--- src/sd_defs.svh ---
// Shared constants for the microSD CMD-line bring-up
// Include in any file that needs clock, timeout or command values
`ifndef SD_DEFS_SVH
`define SD_DEFS_SVH

// SD_CLK timing
`define SD_CLK_DIV          4           // CLK cycles per SD_CLK half period
`define SD_POWERUP_CLOCKS   80          // Rising edges with CMD high before first command
`define SD_RESP_TIMEOUT     64          // Rising edges allowed for a response start bit

// Frame geometry
`define SD_FRAME_BITS       48          // Start bit through end bit
`define SD_CRC_PAYLOAD_BITS 40          // Start bit through argument

// Commands used during bring-up
`define SD_CMD0_INDEX       6'd0        // GO_IDLE_STATE
`define SD_CMD8_INDEX       6'd8        // SEND_IF_COND
`define SD_CMD55_INDEX      6'd55       // APP_CMD
`define SD_CMD8_ARG         32'h0000_01AA // VHS 2.7-3.6V plus check pattern

// CMD8 echo fields
`define SD_CHECK_PATTERN    8'hAA       // Argument bits 7:0
`define SD_VHS_3V3          4'h1        // Argument bits 11:8

`endif

--- src/sd_pkg.sv ---
// Types shared by the SD bring-up blocks
// Frame layout, link request/result structs and the FSM state encodings
`include "sd_defs.svh"

package sd_pkg;

    typedef logic [5:0]                        cmd_index_t;   // Command index field
    typedef logic [31:0]                       cmd_arg_t;     // Command argument
    typedef logic [6:0]                        crc7_t;        // CRC7 checksum
    typedef logic [`SD_CRC_PAYLOAD_BITS-1:0]   crc_payload_t; // Bits covered by CRC7

    // One CMD-line frame, MSB goes out first
    typedef struct packed {
        logic       start_bit;  // Always 0
        logic       dir_bit;    // 1 host to card, 0 card to host
        cmd_index_t index;
        cmd_arg_t   arg;
        crc7_t      crc;
        logic       end_bit;    // Always 1
    } sd_frame_t;

    typedef struct packed {
        sd_frame_t  frame;
        logic       expect_response; // Clear for CMD0
    } link_request_t;

    typedef struct packed {
        logic       timed_out;  // No start bit seen
        sd_frame_t  frame;      // Captured response
    } link_result_t;

    typedef enum logic [3:0] {
        SEQ_POWERUP, SEQ_BUILD, SEQ_CMD_CRC, SEQ_CMD_CRC_WAIT, SEQ_LINK, SEQ_LINK_WAIT,
        SEQ_RESP_CRC, SEQ_RESP_CRC_WAIT, SEQ_DONE, SEQ_FAILED
    } seq_state_t;

    typedef enum logic [2:0] {
        LINK_IDLE, LINK_SEND, LINK_RELEASE, LINK_WAIT_START, LINK_RECEIVE
    } link_state_t;

endpackage

--- src/sd_clock_gen.sv ---
// SD_CLK generator with edge strobes and power-up clock count
// Strobes lead the SD_CLK edge by one CLK cycle
`timescale 1ns/1ps
`include "sd_defs.svh"

module sd_clock_gen (
    input  logic CLK,
    input  logic reset,
    output logic SD_CLK,
    output logic sd_rise,
    output logic sd_fall,
    output logic powered_up
);

    localparam int DIV_W = $clog2(`SD_CLK_DIV);
    localparam int PWR_W = $clog2(`SD_POWERUP_CLOCKS);
    localparam logic [DIV_W-1:0] DIV_LAST = DIV_W'(`SD_CLK_DIV - 1);
    localparam logic [PWR_W-1:0] PWR_LAST = PWR_W'(`SD_POWERUP_CLOCKS - 1);

    logic [DIV_W-1:0] div_cnt;  // Half-period counter
    logic [PWR_W-1:0] pwr_cnt;  // Rising edges seen so far

    assign sd_rise = (div_cnt == DIV_LAST) && !SD_CLK; // Toggle to high is next
    assign sd_fall = (div_cnt == DIV_LAST) && SD_CLK;  // Toggle to low is next

    always_ff @(posedge CLK)
    begin
        if (reset)
        begin
            div_cnt    <= '0;
            SD_CLK     <= 1'b0;      // Start low, free running after this
            pwr_cnt    <= '0;
            powered_up <= 1'b0;
        end
        else
        begin
            if (div_cnt == DIV_LAST)
            begin
                div_cnt <= '0;
                SD_CLK  <= ~SD_CLK;
            end
            else
                div_cnt <= div_cnt + 1'b1;

            // Count rises until the card has had its power-up clocks
            if (sd_rise && !powered_up)
            begin
                if (pwr_cnt == PWR_LAST)
                    powered_up <= 1'b1; // Sticky until reset
                else
                    pwr_cnt <= pwr_cnt + 1'b1;
            end
        end
    end

endmodule

--- src/sd_crc7.sv ---
// Bit-serial CRC7 engine, generator x^7 + x^3 + 1
// Takes one 40-bit payload per valid/ready transfer, pulses crc_done with the remainder
`timescale 1ns/1ps
`include "sd_defs.svh"

module sd_crc7 (
    input  logic                 CLK,
    input  logic                 reset,
    input  logic                 crc_valid,
    output logic                 crc_ready,
    input  sd_pkg::crc_payload_t crc_payload,
    output logic                 crc_done,
    output sd_pkg::crc7_t        crc_value
);

    import sd_pkg::*;

    localparam int CNT_W = $clog2(`SD_CRC_PAYLOAD_BITS + 1);
    localparam logic [CNT_W-1:0] CNT_LAST = CNT_W'(`SD_CRC_PAYLOAD_BITS);
    localparam crc7_t CRC_TAPS = 7'h09;  // x^3 + 1, x^7 is the feedback

    crc_payload_t     data_sr;   // Payload, MSB shifts out first
    crc7_t            crc_q;     // Running remainder
    logic [CNT_W-1:0] bit_cnt;   // Bits consumed
    logic             busy;
    logic             feedback;

    assign crc_ready = !busy;                                  // One item in flight
    assign crc_value = crc_q;
    assign feedback  = crc_q[6] ^ data_sr[`SD_CRC_PAYLOAD_BITS-1]; // Outgoing vs incoming bit

    always_ff @(posedge CLK)
    begin
        if (reset)
        begin
            busy     <= 1'b0;
            bit_cnt  <= '0;
            crc_q    <= '0;
            crc_done <= 1'b0;
        end
        else
        begin
            crc_done <= 1'b0;
            if (crc_valid && crc_ready)
            begin
                data_sr <= crc_payload;  // Capture request
                crc_q   <= '0;
                bit_cnt <= '0;
                busy    <= 1'b1;
            end
            else if (busy)
            begin
                if (bit_cnt == CNT_LAST)
                begin
                    crc_done <= 1'b1;    // Remainder already in crc_q
                    busy     <= 1'b0;
                end
                else
                begin
                    crc_q   <= {crc_q[5:0], 1'b0} ^ (feedback ? CRC_TAPS : 7'h00);
                    data_sr <= data_sr << 1;
                    bit_cnt <= bit_cnt + 1'b1;
                end
            end
        end
    end

endmodule

--- src/sd_cmd_link.sv ---
// CMD-line link: shifts a 48-bit frame out, releases the line, then
// waits for a response start bit and shifts 48 bits back in
// Outgoing bits change on sd_fall, incoming bits are sampled on sd_rise
`timescale 1ns/1ps
`include "sd_defs.svh"

module sd_cmd_link (
    input  logic                  CLK,
    input  logic                  reset,
    input  logic                  sd_rise,
    input  logic                  sd_fall,
    input  logic                  link_valid,
    output logic                  link_ready,
    input  sd_pkg::link_request_t link_request,
    output logic                  result_valid,
    output sd_pkg::link_result_t  link_result,
    output logic                  cmd_drive,
    output logic                  cmd_enable,
    input  logic                  cmd_sense
);

    import sd_pkg::*;

    localparam int BIT_W = $clog2(`SD_FRAME_BITS);
    localparam int TO_W  = $clog2(`SD_RESP_TIMEOUT);
    localparam logic [BIT_W-1:0] BIT_LAST = BIT_W'(`SD_FRAME_BITS - 1);
    localparam logic [TO_W-1:0]  TO_LAST  = TO_W'(`SD_RESP_TIMEOUT - 1);

    link_state_t              state;
    logic [`SD_FRAME_BITS-1:0] frame_sr;   // Shared TX/RX shift register
    logic [BIT_W-1:0]         bit_cnt;
    logic [TO_W-1:0]          timeout_cnt; // Rises since line release
    logic                     expect_q;    // Response wanted for this frame
    logic                     timed_out_q;

    assign link_ready  = (state == LINK_IDLE);
    assign link_result = '{timed_out: timed_out_q, frame: sd_frame_t'(frame_sr)};

    always_ff @(posedge CLK)
    begin
        if (reset)
        begin
            state        <= LINK_IDLE;
            cmd_drive    <= 1'b1;       // Idle level of CMD
            cmd_enable   <= 1'b0;
            result_valid <= 1'b0;
            bit_cnt      <= '0;
            timeout_cnt  <= '0;
        end
        else
        begin
            result_valid <= 1'b0;
            case (state)
                LINK_IDLE:
                begin
                    if (link_valid)
                    begin
                        frame_sr <= link_request.frame;
                        expect_q <= link_request.expect_response;
                        bit_cnt  <= '0;
                        state    <= LINK_SEND;
                    end
                end
                LINK_SEND:
                begin
                    if (sd_fall)
                    begin
                        cmd_drive  <= frame_sr[`SD_FRAME_BITS-1]; // MSB first
                        cmd_enable <= 1'b1;
                        frame_sr   <= frame_sr << 1;
                        bit_cnt    <= bit_cnt + 1'b1;
                        if (bit_cnt == BIT_LAST)
                            state <= LINK_RELEASE;     // End bit is on the line
                    end
                end
                LINK_RELEASE:
                begin
                    if (sd_fall)
                    begin
                        cmd_enable  <= 1'b0;  // Card owns the line now
                        cmd_drive   <= 1'b1;
                        timeout_cnt <= '0;
                        state       <= LINK_WAIT_START;
                    end
                end
                LINK_WAIT_START:
                begin
                    if (sd_rise)
                    begin
                        if (expect_q && !cmd_sense)
                        begin
                            frame_sr <= {frame_sr[`SD_FRAME_BITS-2:0], cmd_sense}; // Start bit
                            bit_cnt  <= BIT_W'(1);
                            state    <= LINK_RECEIVE;
                        end
                        else if (timeout_cnt == TO_LAST)
                        begin
                            timed_out_q  <= 1'b1;  // Normal outcome for CMD0
                            result_valid <= 1'b1;
                            state        <= LINK_IDLE;
                        end
                        else
                            timeout_cnt <= timeout_cnt + 1'b1;
                    end
                end
                LINK_RECEIVE:
                begin
                    if (sd_rise)
                    begin
                        frame_sr <= {frame_sr[`SD_FRAME_BITS-2:0], cmd_sense};
                        bit_cnt  <= bit_cnt + 1'b1;
                        if (bit_cnt == BIT_LAST)
                        begin
                            timed_out_q  <= 1'b0;
                            result_valid <= 1'b1;  // Full frame in frame_sr next cycle
                            state        <= LINK_IDLE;
                        end
                    end
                end
                default: state <= LINK_IDLE;
            endcase
        end
    end

endmodule

--- src/sd_init_sequencer.sv ---
// Bring-up command sequencer: CMD0, CMD8, CMD55
// Builds each frame, fetches its CRC7, sends it through the link and checks the reply
// Ends in done after a good CMD55 response, or in failed on any bad response
`timescale 1ns/1ps
`include "sd_defs.svh"

module sd_init_sequencer (
    input  logic                  CLK,
    input  logic                  reset,
    input  logic                  powered_up,
    output logic                  crc_valid,
    input  logic                  crc_ready,
    output sd_pkg::crc_payload_t  crc_payload,
    input  logic                  crc_done,
    input  sd_pkg::crc7_t         crc_value,
    output logic                  link_valid,
    input  logic                  link_ready,
    output sd_pkg::link_request_t link_request,
    input  logic                  result_valid,
    input  sd_pkg::link_result_t  link_result,
    output logic                  init_done,
    output logic                  init_error
);

    import sd_pkg::*;

    localparam int PAY_HI = `SD_FRAME_BITS - 1;
    localparam int PAY_LO = `SD_FRAME_BITS - `SD_CRC_PAYLOAD_BITS;

    seq_state_t state;
    cmd_index_t cur_index;   // Command in progress
    sd_frame_t  frame_q;     // Outgoing frame
    sd_frame_t  resp_q;      // Last response
    logic       echo_ok;     // CMD8 echo fields match

    // Response payload while checking a reply, otherwise the command payload
    assign crc_payload = (state == SEQ_RESP_CRC) ? resp_q[PAY_HI:PAY_LO] : frame_q[PAY_HI:PAY_LO];
    assign crc_valid   = (state == SEQ_CMD_CRC) || (state == SEQ_RESP_CRC);
    assign link_valid  = (state == SEQ_LINK);
    assign link_request = '{frame: frame_q, expect_response: (cur_index != `SD_CMD0_INDEX)};
    assign init_done   = (state == SEQ_DONE);
    assign init_error  = (state == SEQ_FAILED);

    assign echo_ok = (resp_q.arg[7:0] == `SD_CHECK_PATTERN) && (resp_q.arg[11:8] == `SD_VHS_3V3);

    always_ff @(posedge CLK)
    begin
        if (reset)
        begin
            state     <= SEQ_POWERUP;
            cur_index <= `SD_CMD0_INDEX;
        end
        else
        begin
            case (state)
                SEQ_POWERUP:
                    if (powered_up)
                        state <= SEQ_BUILD;  // Power-up clocks are done
                SEQ_BUILD:
                begin
                    frame_q <= '{start_bit: 1'b0, dir_bit: 1'b1, index: cur_index,
                                 arg: (cur_index == `SD_CMD8_INDEX) ? `SD_CMD8_ARG : 32'h0,
                                 crc: 7'h00, end_bit: 1'b1};
                    state   <= SEQ_CMD_CRC;
                end
                SEQ_CMD_CRC:
                    if (crc_ready)
                        state <= SEQ_CMD_CRC_WAIT;
                SEQ_CMD_CRC_WAIT:
                begin
                    if (crc_done)
                    begin
                        frame_q.crc <= crc_value;  // Insert computed checksum
                        state       <= SEQ_LINK;
                    end
                end
                SEQ_LINK:
                    if (link_ready)
                        state <= SEQ_LINK_WAIT;
                SEQ_LINK_WAIT:
                begin
                    if (result_valid)
                    begin
                        resp_q <= link_result.frame;
                        if (cur_index == `SD_CMD0_INDEX)
                        begin
                            cur_index <= `SD_CMD8_INDEX;  // CMD0 never answers
                            state     <= SEQ_BUILD;
                        end
                        else if (link_result.timed_out || link_result.frame.index != cur_index)
                            state <= SEQ_FAILED;           // Missing reply or wrong index
                        else
                            state <= SEQ_RESP_CRC;
                    end
                end
                SEQ_RESP_CRC:
                    if (crc_ready)
                        state <= SEQ_RESP_CRC_WAIT;
                SEQ_RESP_CRC_WAIT:
                begin
                    if (crc_done)
                    begin
                        if (crc_value != resp_q.crc)
                            state <= SEQ_FAILED;
                        else if (cur_index == `SD_CMD8_INDEX)
                        begin
                            if (echo_ok)
                            begin
                                cur_index <= `SD_CMD55_INDEX;
                                state     <= SEQ_BUILD;
                            end
                            else
                                state <= SEQ_FAILED;  // Card rejected voltage or bad echo
                        end
                        else
                            state <= SEQ_DONE;        // Good CMD55 reply
                    end
                end
                SEQ_DONE:   state <= SEQ_DONE;
                SEQ_FAILED: state <= SEQ_FAILED;
                default:    state <= SEQ_FAILED;
            endcase
        end
    end

endmodule

--- src/sd_card_init.sv ---
// Top level of the microSD bring-up over the CMD line
// CMD pin is split into drive, enable and sense for a tristate-free model
`timescale 1ns/1ps

module sd_card_init (
    input  logic CLK,
    input  logic reset,
    output logic SD_CLK,
    output logic cmd_drive,
    output logic cmd_enable,
    input  logic cmd_sense,
    output logic init_done,
    output logic init_error
);

    import sd_pkg::*;

    logic          sd_rise;
    logic          sd_fall;
    logic          powered_up;
    logic          crc_valid;
    logic          crc_ready;
    crc_payload_t  crc_payload;
    logic          crc_done;
    crc7_t         crc_value;
    logic          link_valid;
    logic          link_ready;
    link_request_t link_request;
    logic          result_valid;
    link_result_t  link_result;

    sd_clock_gen sd_clock_gen_i (.CLK, .reset, .SD_CLK, .sd_rise, .sd_fall, .powered_up);

    sd_crc7 sd_crc7_i (.CLK, .reset, .crc_valid, .crc_ready, .crc_payload, .crc_done, .crc_value);

    sd_cmd_link sd_cmd_link_i (
        .CLK, .reset, .sd_rise, .sd_fall, .link_valid, .link_ready, .link_request,
        .result_valid, .link_result, .cmd_drive, .cmd_enable, .cmd_sense
    );

    sd_init_sequencer sd_init_sequencer_i (
        .CLK, .reset, .powered_up, .crc_valid, .crc_ready, .crc_payload, .crc_done,
        .crc_value, .link_valid, .link_ready, .link_request, .result_valid, .link_result,
        .init_done, .init_error
    );

endmodule

--- config.mk ---
export PLATFORM = sky130hd
export DESIGN_NAME = sd_card_init
export DESIGN_NICKNAME = d
export VERILOG_FILES = /design/src/sd_pkg.sv /design/src/sd_clock_gen.sv /design/src/sd_crc7.sv /design/src/sd_cmd_link.sv /design/src/sd_init_sequencer.sv /design/src/sd_card_init.sv
export VERILOG_INCLUDE_DIRS = /design/src
export SDC_FILE = /design/constraint.sdc
export NUM_CORES = 1
export LEC_CHECK = 0
export ABC_CLOCK_PERIOD_IN_PS = 6700
export BUFFER_PORTS_ARGS = -buffer_cell sky130_fd_sc_hd__buf_2
export CAP_MARGIN = 10
export CORE_AREA = 2 2 115 117
export DETAILED_ROUTE_END_ITERATION = 16
export DIE_AREA = 0 0 117 119
export GPL_ROUTABILITY_DRIVEN = 0
export GPL_TIMING_DRIVEN = 0
export HOLD_SLACK_MARGIN = 0.02
export PLACE_DENSITY_LB_ADDON = 0.15
export SYNTH_ARGS = -nofsm -noshare
export SYNTH_HDL_FRONTEND = slang
export SYNTH_SLANG_ARGS = --single-unit
export TNS_END_PERCENT = 5
--- constraint.sdc ---
create_clock -name CLK -period 6.7 [get_ports CLK]
set_input_delay 0.335 -clock CLK [delete_from_list [all_inputs] [get_ports CLK]]
set_output_delay 0.335 -clock CLK [all_outputs]
set_load 0.05 [all_outputs]
Word-level counts from Yosys, hierarchy flattened
Cells that the tools add are included.
{ "totals": {"regBits": 236, "latch_bits": 0, "ram_bits": 0, "romBits": 0, "input_bits": 3, "out_inout_bits": 5, "word_cells": 205, "memories": 0} }
{ "op_classes": {"n_addsub": 5, "mul": 0, "div": 0, "order_cmp": 0, "eq_ne": 47, "shift": 0, "n_mux": 76, "bitwise_logic": 7, "n_reduce_logical": 42} }
{ "ops": {"columns": ["cell", "count"], "rows": [
  ["2-to-1 mux 48 bit", 5],
  ["case mux 48 bit (4 select lines)", 1],
  ["2-to-1 mux 40 bit", 4],
  ["2-to-1 mux 6 bit", 15],
  ["2-to-1 mux 4 bit", 13],
  ["case mux 4 bit (9 select lines)", 1],
  ["inequality test 2 bit (second input constant)", 14],
  ["AND reduction 7 bit", 4],
  ["2-to-1 mux 3 bit", 9],
  ["case mux 6 bit (2 select lines)", 2],
  ["case mux 6 bit (4 select lines)", 1],
  ["adder 6 x 1 -> 6 bit (second input constant)", 3],
  ["== test 6 bit (second input constant)", 3],
  ["inequality test 2 x 1 -> 1 bit (second input constant)", 9],
  ["2-to-1 mux 1 bit", 17],
  ["== test 4 x 3 -> 1 bit (second input constant)", 4],
  ["case mux 3 bit (5 select lines)", 1],
  ["AND reduction 3 bit", 5],
  ["case mux 7 bit (2 select lines)", 1],
  ["nonzero test 2 bit", 6],
  ["2-to-1 mux 9 bit", 1],
  ["== test 4 x 1 -> 1 bit (second input constant)", 2],
  ["== test 4 x 2 -> 1 bit (second input constant)", 2],
  ["== test 4 bit (second input constant)", 2],
  ["other kinds (31)", 52]
]} }

Longest topological paths before layout
Gate-level depths: netlist of run 1.
{ "logic_depth": {"word_depth": 7, "mapped_depth": 8, "mapped_depth_nobuf": 7} }

Cells and area by module
From an unflattened synthesis of run 1, not the netlist that was laid out.
{ "hier_totals": {"cells_unflattened": 796, "area_unflattened_um2": 9152.5} }
{ "modules_own_cells": {"columns": ["module", "instances", "cells_per_inst", "area_each_um2"], "rows": [
  ["sd_cmd_link", 1, 248, 3220.6],
  ["sd_init_sequencer", 1, 258, 3030.4],
  ["sd_crc7", 1, 240, 2406.1],
  ["sd_clock_gen", 1, 50, 495.5]
]} }

Least setup slack after synthesis of run 1
OpenSTA, ideal clock, no wires.
{ "synth_path": {"path_kind": "reg2reg", "start": "register sd_clock_gen_i.SD_CLK", "end": "register sd_cmd_link_i.frame_sr[0] (enable)", "setup_ps": 453, "arrival_time_ps": 3541, "setup_slack_ps": 2706, "path_stages_with_launch": 6, "n_path_buf": 1, "path_cell_list": "dfxtp_1 > a21oi_1 > o2bb2ai_2 > or3_1 > buf_2 > nor2_1"} }
{ "synth_between": {"elab_chain_cells": 4, "elab_cells_between_ends": 7, "classes_between": "eq/ne (3); reduce/logical (4)"} }
{ "synth_lines": {"columns": ["item", "line", "rtl"], "rows": [
  ["start: declaration", "sd_clock_gen.sv:9", "output logic SD_CLK,"],
  ["start signal: assignment", "sd_clock_gen.sv:40", "SD_CLK <= ~SD_CLK;"],
  ["logical NOT 1 bit", "sd_clock_gen.sv:23", "assign sd_rise = (div_cnt == DIV_LAST) && !SD_CLK;"],
  ["logical AND 1 bit", "sd_clock_gen.sv:23", null],
  ["inequality test 2 bit (no source line)", null, null],
  ["AND reduction 7 bit (no source line) (*)", null, null],
  ["end signal: assignment", "sd_cmd_link.sv:58", "frame_sr <= link_request.frame;"],
  ["end signal: assignment", "sd_cmd_link.sv:70", "frame_sr <= frame_sr << 1;"],
  ["end signal: assignment", "sd_cmd_link.sv:92", "frame_sr <= {frame_sr[`SD_FRAME_BITS-2:0], cmd_sense};"],
  ["end: declaration", "sd_cmd_link.sv:30", "logic [`SD_FRAME_BITS-1:0] frame_sr;"]
]} }
Every way passes the cells marked *; elsewhere a longest branch is shown, timed or not.
A chain may end at the register's enable or synchronous reset.

Worst setup path after layout of run 1
{ "layout_path": {"start": "register sd_init_sequencer_i.state[0]", "end": "register sd_crc7_i.data_sr[26] (enable)"} }
{ "layout_between": {"elab_chain_cells": 5, "elab_cells_between_ends": 7, "classes_between": "eq/ne (3); reduce/logical (4)"} }
{ "layout_lines": {"columns": ["item", "line", "rtl"], "rows": [
  ["start: declaration", "sd_init_sequencer.sv:30", "seq_state_t state;"],
  ["start signal: assignment", "sd_init_sequencer.sv:50", "state <= SEQ_POWERUP;"],
  ["start signal: assignment", "sd_init_sequencer.sv:58", "state <= SEQ_BUILD;"],
  ["start signal: assignment", "sd_init_sequencer.sv:64", "state <= SEQ_CMD_CRC;"],
  ["== test 4 x 2 -> 1 bit / == test 4 x 3 -> 1 bit (equally long branches)", "sd_init_sequencer.sv:38", "assign crc_valid = (state == SEQ_CMD_CRC) || (state == SEQ_RESP_CRC);"],
  ["logical OR 1 bit (*)", "sd_init_sequencer.sv:38", null],
  ["logical AND 1 bit (*)", "sd_crc7.sv:44", "if (crc_valid && crc_ready)"],
  ["inequality test 2 x 1 -> 1 bit (no source line) / nonzero test 2 bit (equally long branches)", null, null],
  ["AND reduction 3 bit (no source line) (*)", null, null],
  ["end signal: assignment", "sd_crc7.sv:46", "data_sr <= crc_payload;"],
  ["end signal: assignment", "sd_crc7.sv:61", "data_sr <= data_sr << 1;"],
  ["end: declaration", "sd_crc7.sv:22", "crc_payload_t data_sr;"]
]} }
Marked as above.

==> results of run 1 <==
## power breakdown
group / internal, mW / switching (mW) / leakage, nW / total (mW)
Clock: 0.485 / 0.459 / 0.269 / 0.944
Combinational: 0.121 / 0.228 / 1.15 / 0.349
Sequential: 1.41 / 0.0316 / 1.73 / 1.44
## placed cells by master, fill, tap and decap left out, types with 4 or more instances in the layout
cell	n
a21o_1	11
a21oi_1	30
a22o_1	28
and2_1	42
and3_1	12
buf_2	16
clkbuf_1	23
clkbuf_16	17
dfxtp_1	50
edfxtp_1	147
ha_1	6
inv_1	6
inv_6	4
mux2i_1	9
nand2_1	45
nand2b_1	8
nand3_1	5
nand3b_1	4
nand4_1	6
nor2_1	58
nor2b_1	5
nor3_1	11
nor4_1	6
o21a_1	5
o21ai_0	13
o22ai_1	11
or3_1	6
xnor2_1	5
xor2_1	23
## worst max path at each step
stage	from	endpoint	cells past startpoint	slack, ns
2_1_floorplan	sd_clock_gen_i.SD_CLK	sd_cmd_link_i.frame_sr[0]	5	2.71
5_1_grt	sd_init_sequencer_i.state[0]	sd_crc7_i.data_sr[4]	7	3.45
3_3_place_gp	sd_init_sequencer_i.state[0]	sd_crc7_i.data_sr[26]	6	1.72
4_1_cts	sd_init_sequencer_i.state[0]	sd_crc7_i.data_sr[4]	7	3.62
3_5_place_dp	sd_init_sequencer_i.state[0]	sd_crc7_i.data_sr[26]	7	3.62
6_report	sd_init_sequencer_i.state[0]	sd_crc7_i.data_sr[26]	7	3.59
## sequential cells by signal, summed over array words and instances, names as in the netlist, 3 cells and up
signal                            count
sd_init_sequencer_i.state             4
sd_cmd_link_i.timeout_cnt             6
sd_init_sequencer_i.link_request     10
sd_crc7_i.crc_value                   7
sd_cmd_link_i.frame_sr               48
sd_crc7_i.bit_cnt                     6
sd_init_sequencer_i.resp_q           47
sd_crc7_i.data_sr                    40
sd_cmd_link_i.bit_cnt                 6
sd_clock_gen_i.pwr_cnt                7
sd_cmd_link_i.state                   3
## worst min-delay path, cell delays in order
cell and delay, ns:
buf_2 0.10, inv_1 0.05, nand2_1 0.11, nor2_1 0.06
## cells by family after synthesis
logic type	share of synthesized area [%]
XOR/XNOR	3.02
AO/OA/AOI/OAI	10.5
multiplexers	1.11
adder cells (fa/ha/maj)	0.925
AND/OR/NAND/NOR	15.7
flip-flops	66.7
buffers and inverters	2.04
## layout make-up
class | count | area [sq um]
repair buffers | 10 | 95.1
flip-flops and latches | 197 | 5420
multi-input cells | 400 | 2550
clock buffers | 18 | 429
fillers | 887 | 3880
well taps | 176 | 220
inverters | 6 | 22.5
plain buffers | 33 | 143
clock inverters | 14 | 118
## per-layer routing
layer	track usage (%)	up-vias	part of all wire [%]
met1	32.1	2433	46
met2	35.5	122	48
met5	0	-	0
li1	-	2417	-
met4	9.12	0	1.8
met3	5.09	27	4.4
## through the flow
| step | hold slack (ns) | total power [mW] | worst slack, ns |
|---|---|---|---|
| floorplan | 0.404 | 1.71 | 2.71 |
| global placement | 0.412 | 1.80 | 1.72 |
| detailed placement | 0.425 | 1.82 | 3.62 |
| CTS | 0.251 | 2.75 | 3.62 |
| global route | 0.283 | 2.84 | 3.45 |
| finish | 0.262 | 2.74 | 3.59 |
==> metrics.md, run 1 <==
| Metric | Value |
|---|---|
| Gr ovfl total | `0` |
| Largest net degree at the start of global routing | `28` |
| Design area | `8990 sq um` |
| F_max | `0.321 GHz` |
| Placed insts | `822` |
| Clk root buf | `clkbuf_16` |
| Vias in the first global route | `4870` |
| Post-synth cell types | `61` |
| Layout Nets | `674` |
| Hpwl dp | `10100 microns` |
| CTS tree | `done` |
| FF-to-FF End | `sd_crc7_i.data_sr[26]` |
| Mapped cell area | `8110 sq um` |
| Max cap viols | `0` |
| # diodes | `0` |
| Vias per std cell | `5.85` |
| Core Footprint | `12900 sq um` |
| H-tree levels | `4` |
| Final ANT Viol Nets | `0` |
| Number of DRC markers in iteration 0 | `458` |
| Synth warn | `0` |
| CTS max path bufs | `2` |
| Post-synth top flop | `edfxtp_1` |
| Worst r2r src | `sd_init_sequencer_i.state[0]` |
| Post-Syn Instances | `636` |
| Starting Density | `63.0%` |
| Total Wirelength | `14900 microns` |
| Area after DPL | `8450 sq um` |
| Setup violators final | `0` |
| Cell chain of the critical path | `buf_2 > buf_1 > nor3_1 > clkbuf_1 > nor2_1 > nor2_4 > buf_12` |
| Area growth from synthesis to layout | `10.8%` |
| Unrepaired setup endpoints after global routing | `false` |
| Max-slew headroom at the worst pin | `36.5%` |
| Residual DRC | `0` |
| First-pass GRT wire length | `24300 microns` |
| Crit Path Max Fanout | `27` |
| Status | `finished clean` |
| Port bufs | `7` |
| Overall Global Routing Usage | `23.0%` |
| Synth area leaders | `edfxtp_1 (54%), dfxtp_1 (12%), and2_1 (3.2%)` |
| Max Transition Viols Final | `0` |
| Crit share post-route | `46.5%` |
| Worst slew pin tran | `0.946 ns` |
| WP data arrival | `3.25 ns` |
| Die area | `13900 sq um` |
| Register bit total from synthesis | `197` |
| Hold Vio Cnt, Final | `0` |
| Register area share after synthesis | `66.7%` |
| Reg2Reg Depth | `7` |
| Top cells by count, synth | `edfxtp_1 (147), nor2_1 (60), dfxtp_1 (50), nand2_1 (45), and2_1 (42)` |
| Worst hold path type | `input pin to flop` |
| Final min period | `3.11 ns` |
| Num CTS Buffers | `17` |
| CP endpoint kind | `flop` |
| Layout cells sized above 1 | `8.85%` |
| Post-CTS Setup Repair Bufs | `0` |
| Pre-antenna DRT Iters | `4` |
| VDD IR-drop max | `181 uV` |
| Synth top area share | `54.4%` |
| CP Class | `flop to flop` |
| Syn Nets | `645` |
| Synth Area per Inst | `12.8 sq um` |
| Die extent in x | `117 microns` |
| CP peak stage delay | `0.72 ns` |
| Hold Crit Depth | `4` |
| Post-synth ARST share | `0%` |
| Non-Filler Instances | `854` |
| Clock insertion delay at the later pin of the skew report | `0.43 ns` |
| Worst R2R Setup Slack | `3.59 ns` |
| Finished Core Util | `69.8%` |
| Hold EP | `sd_crc7_i.bit_cnt[5]` |
| FP Rows | `42` |
| Yosys top cell by area | `edfxtp_1` |
| CTS resizes | `0` |
| Hold buffers post-CTS | `0` |
| Pwr dens | `304 nW/um^2` |
| Initial antenna violation count | `0` |
| Clock Sinks | `197` |
| Setup TNS | `0 ns` |
| Clock edge transition at the registers on the reported setup and hold paths | `0.07 ns` |
| Hold Crit Start | `reset` |
| Via count | `4999` |
| Crit path max-delay family | `simple AND/OR/NAND/NOR gates` |
| Die span in y | `119 microns` |
| CP bufs+invs | `4` |
| CP Launch Type | `flop` |
| Required @ worst endpoint | `6.83 ns` |
| Most common cell in the netlist | `edfxtp_1` |
| Number of flops mapped to enable cells by yosys | `147` |
| Boundary pin count | `8` |
| Slowest CP cell | `nor3_1` |
| Wire per inst | `17.4 microns` |
| Worst Clk Skew | `0.00777 ns` |
| Static Leak | `3.16 nW` |
(Power assumes the default switching activity.)
==> inputs of run 2 (changes only) <==
Settings changed: ABC_CLOCK_PERIOD_IN_PS 6700 to 2900, CORE_AREA 2 2 115 117 to 2 2 118 120, DIE_AREA 0 0 117 119 to 0 0 120 122.
Clock period 6.7 ns to 2.9 ns, I/O delays scaled along.
==> run 2 against run 1 <==
Worst hold slack worse by 0.18 ns; die area up 5.1%; clock skew about the same; global-route usage down 1.4 points; critical path depth unchanged; total power up 140%; sequential cell count unchanged; core utilization down 2.4 points; final cell count up 0.59%; critical endpoint is now sd_cmd_link_i.frame_sr[18].
==> metrics.md, run 2 (synthesized netlist as in run 1, its figures left out) <==
| Metric | Value |
|---|---|
| First-pass GRT wire length | `24200 microns` |
| FP Rows | `43` |
| Commonest non-fill, non-tap cell in the layout | `edfxtp_1` |
| Clock insertion delay at the later pin of the skew report | `0.43 ns` |
| Cell chain of the critical path | `buf_6 > nor4b_4 > o2bb2ai_2 > or3_1 > buf_2 > nor2_4 > buf_16` |
| Pwr dens | `722 nW/um^2` |
| Starting Density | `60.1%` |
| Crit Path Max Fanout | `25` |
| Setup TNS | `0 ns` |
| Initial antenna violation count | `0` |
| Clk root buf | `clkbuf_16` |
| Hold Crit Depth | `4` |
| Crit path max-delay family | `simple AND/OR/NAND/NOR gates` |
| Worst hold path type | `input pin to flop` |
| Reg2Reg Depth | `7` |
| CP endpoint kind | `flop` |
| Final min period | `2.66 ns` |
| Max Transition Viols Final | `0` |
| CTS max path bufs | `2` |
| Via count | `4964` |
| Static Leak | `3.21 nW` |
| Clock Sinks | `197` |
| Commonest cells after routing, fill and taps aside | `edfxtp_1 (147), nor2_1 (58), dfxtp_1 (50)` |
| CP Launch Type | `flop` |
| Worst slew pin tran | `0.951 ns` |
| # diodes | `0` |
| Clock edge transition at the registers on the reported setup and hold paths | `0.07 ns` |
| VDD IR-drop max | `486 uV` |
| Hold Vio Cnt, Final | `0` |
| Overall Global Routing Usage | `21.6%` |
| Port bufs | `7` |
| Max reg flops | `48` |
| WHS | `0.0775 ns` |
| WP data arrival | `2.80 ns` |
| Wire per inst | `17.4 microns` |
| CP Class | `flop to flop` |
| Unrepaired setup endpoints after global routing | `false` |
| Power Total | `6.57 mW` |
| Hold buffers post-CTS | `0` |
| Status | `finished clean` |
| CTS tree | `done` |
| Largest net degree at the start of global routing | `41` |
| Max-slew headroom at the worst pin | `36.2%` |
| Number of DRC markers in iteration 0 | `330` |
| Slowest CP cell | `nor2_4` |
| CP bufs+invs | `3` |
| Required @ worst endpoint | `3.04 ns` |
| H-tree levels | `4` |
| Worst Clk Skew | `0.00822 ns` |
| Layout Nets | `675` |
| Die span in y | `122 microns` |
| Vias per std cell | `5.78` |
| Die extent in x | `120 microns` |
| Pre-antenna DRT Iters | `5` |
| Vias in the first global route | `4915` |
| Max cap viols | `0` |
| Final ANT Viol Nets | `0` |
| Area growth from synthesis to layout | `12.2%` |
| Die area | `14600 sq um` |
| F_max | `0.376 GHz` |
| Boundary pin count | `8` |
| Crit path depth | `7` |
| Crit share post-route | `91.8%` |
| Gr ovfl total | `0` |
| Most flops, register | `sd_cmd_link_i.frame_sr` |
| Setup violators final | `0` |
| Num CTS Buffers | `17` |
| Top Registers | `sd_cmd_link_i.frame_sr (48), sd_init_sequencer_i.resp_q (47), sd_crc7_i.data_sr (40)` |
| Hpwl dp | `10000 microns` |
| Residual DRC | `0` |
| Total Wirelength | `14900 microns` |
| CP peak stage delay | `0.58 ns` |
| Core Footprint | `13500 sq um` |
| Layout cells sized above 1 | `9.43%` |
run 2: cell type report:
class	count	area [sq um]
Clock buffer	17	425
Tap cell	180	225
Fill cell	986	4400
Sequential cell	197	5420
Multi-Input combinational cell	400	2550
Buffer	33	144
Clock inverter	15	186
Inverter	6	22.5
Timing Repair Buffer	11	130
run 2: tightest hold or removal path, cell delays in order:
cell,delay (ns)
buf_2,0.10
inv_1,0.05
nand2_1,0.11
nor2_1,0.06
run 2: path summary, 6_finish.rpt:
path                            slack, ns                          to                          from
worst max-delay path                 0.24  sd_cmd_link_i.frame_sr[18]  sd_init_sequencer_i.state[3]
worst min-delay path                 0.08      sd_crc7_i.crc_value[6]                         reset
worst max register to register       0.24  sd_cmd_link_i.frame_sr[18]  sd_init_sequencer_i.state[3]
worst min register to register       0.43   sd_clock_gen_i.div_cnt[0]     sd_clock_gen_i.div_cnt[0]
run 2: stage by stage:
step	util, %	cell area [sq um]	setup WS (ns)	cells
after detailed placement	62.7	8470	-0.235	826
final	67.4	9100	0.238	859
after global placement	62.1	8380	-0.976	823
after floorplan	-	8120	-0.200	636
after global routing	67.4	9100	0.0975	859
after CTS	67.4	9100	0.222	859
run 2: report_power, final:
part	switching (mW)	internal, mW	total [mW]	leakage [nW]
registers	0.0701	3.27	3.34	1.73
logic	0.521	0.289	0.811	1.18
clock network	0.995	1.43	2.43	0.296
run 2: routing by layer:
metal / wire length (microns) / share of wire [%] / up-vias / track usage (%)
li1: - / - / 2417 / -
met5: 0 / 0 / - / 0
met3: 626 / 4.2 / 23 / 4.92
met1: 6550 / 44 / 2416 / 27.5
met2: 7490 / 50 / 108 / 36.8
met4: 253 / 1.7 / 0 / 7.43
run 2: repair_timing:
action	4_1_cts	5_1_grt
endpoints found under the setup margin	40	0
gates resized for setup	2	0
setup buffers	1	0
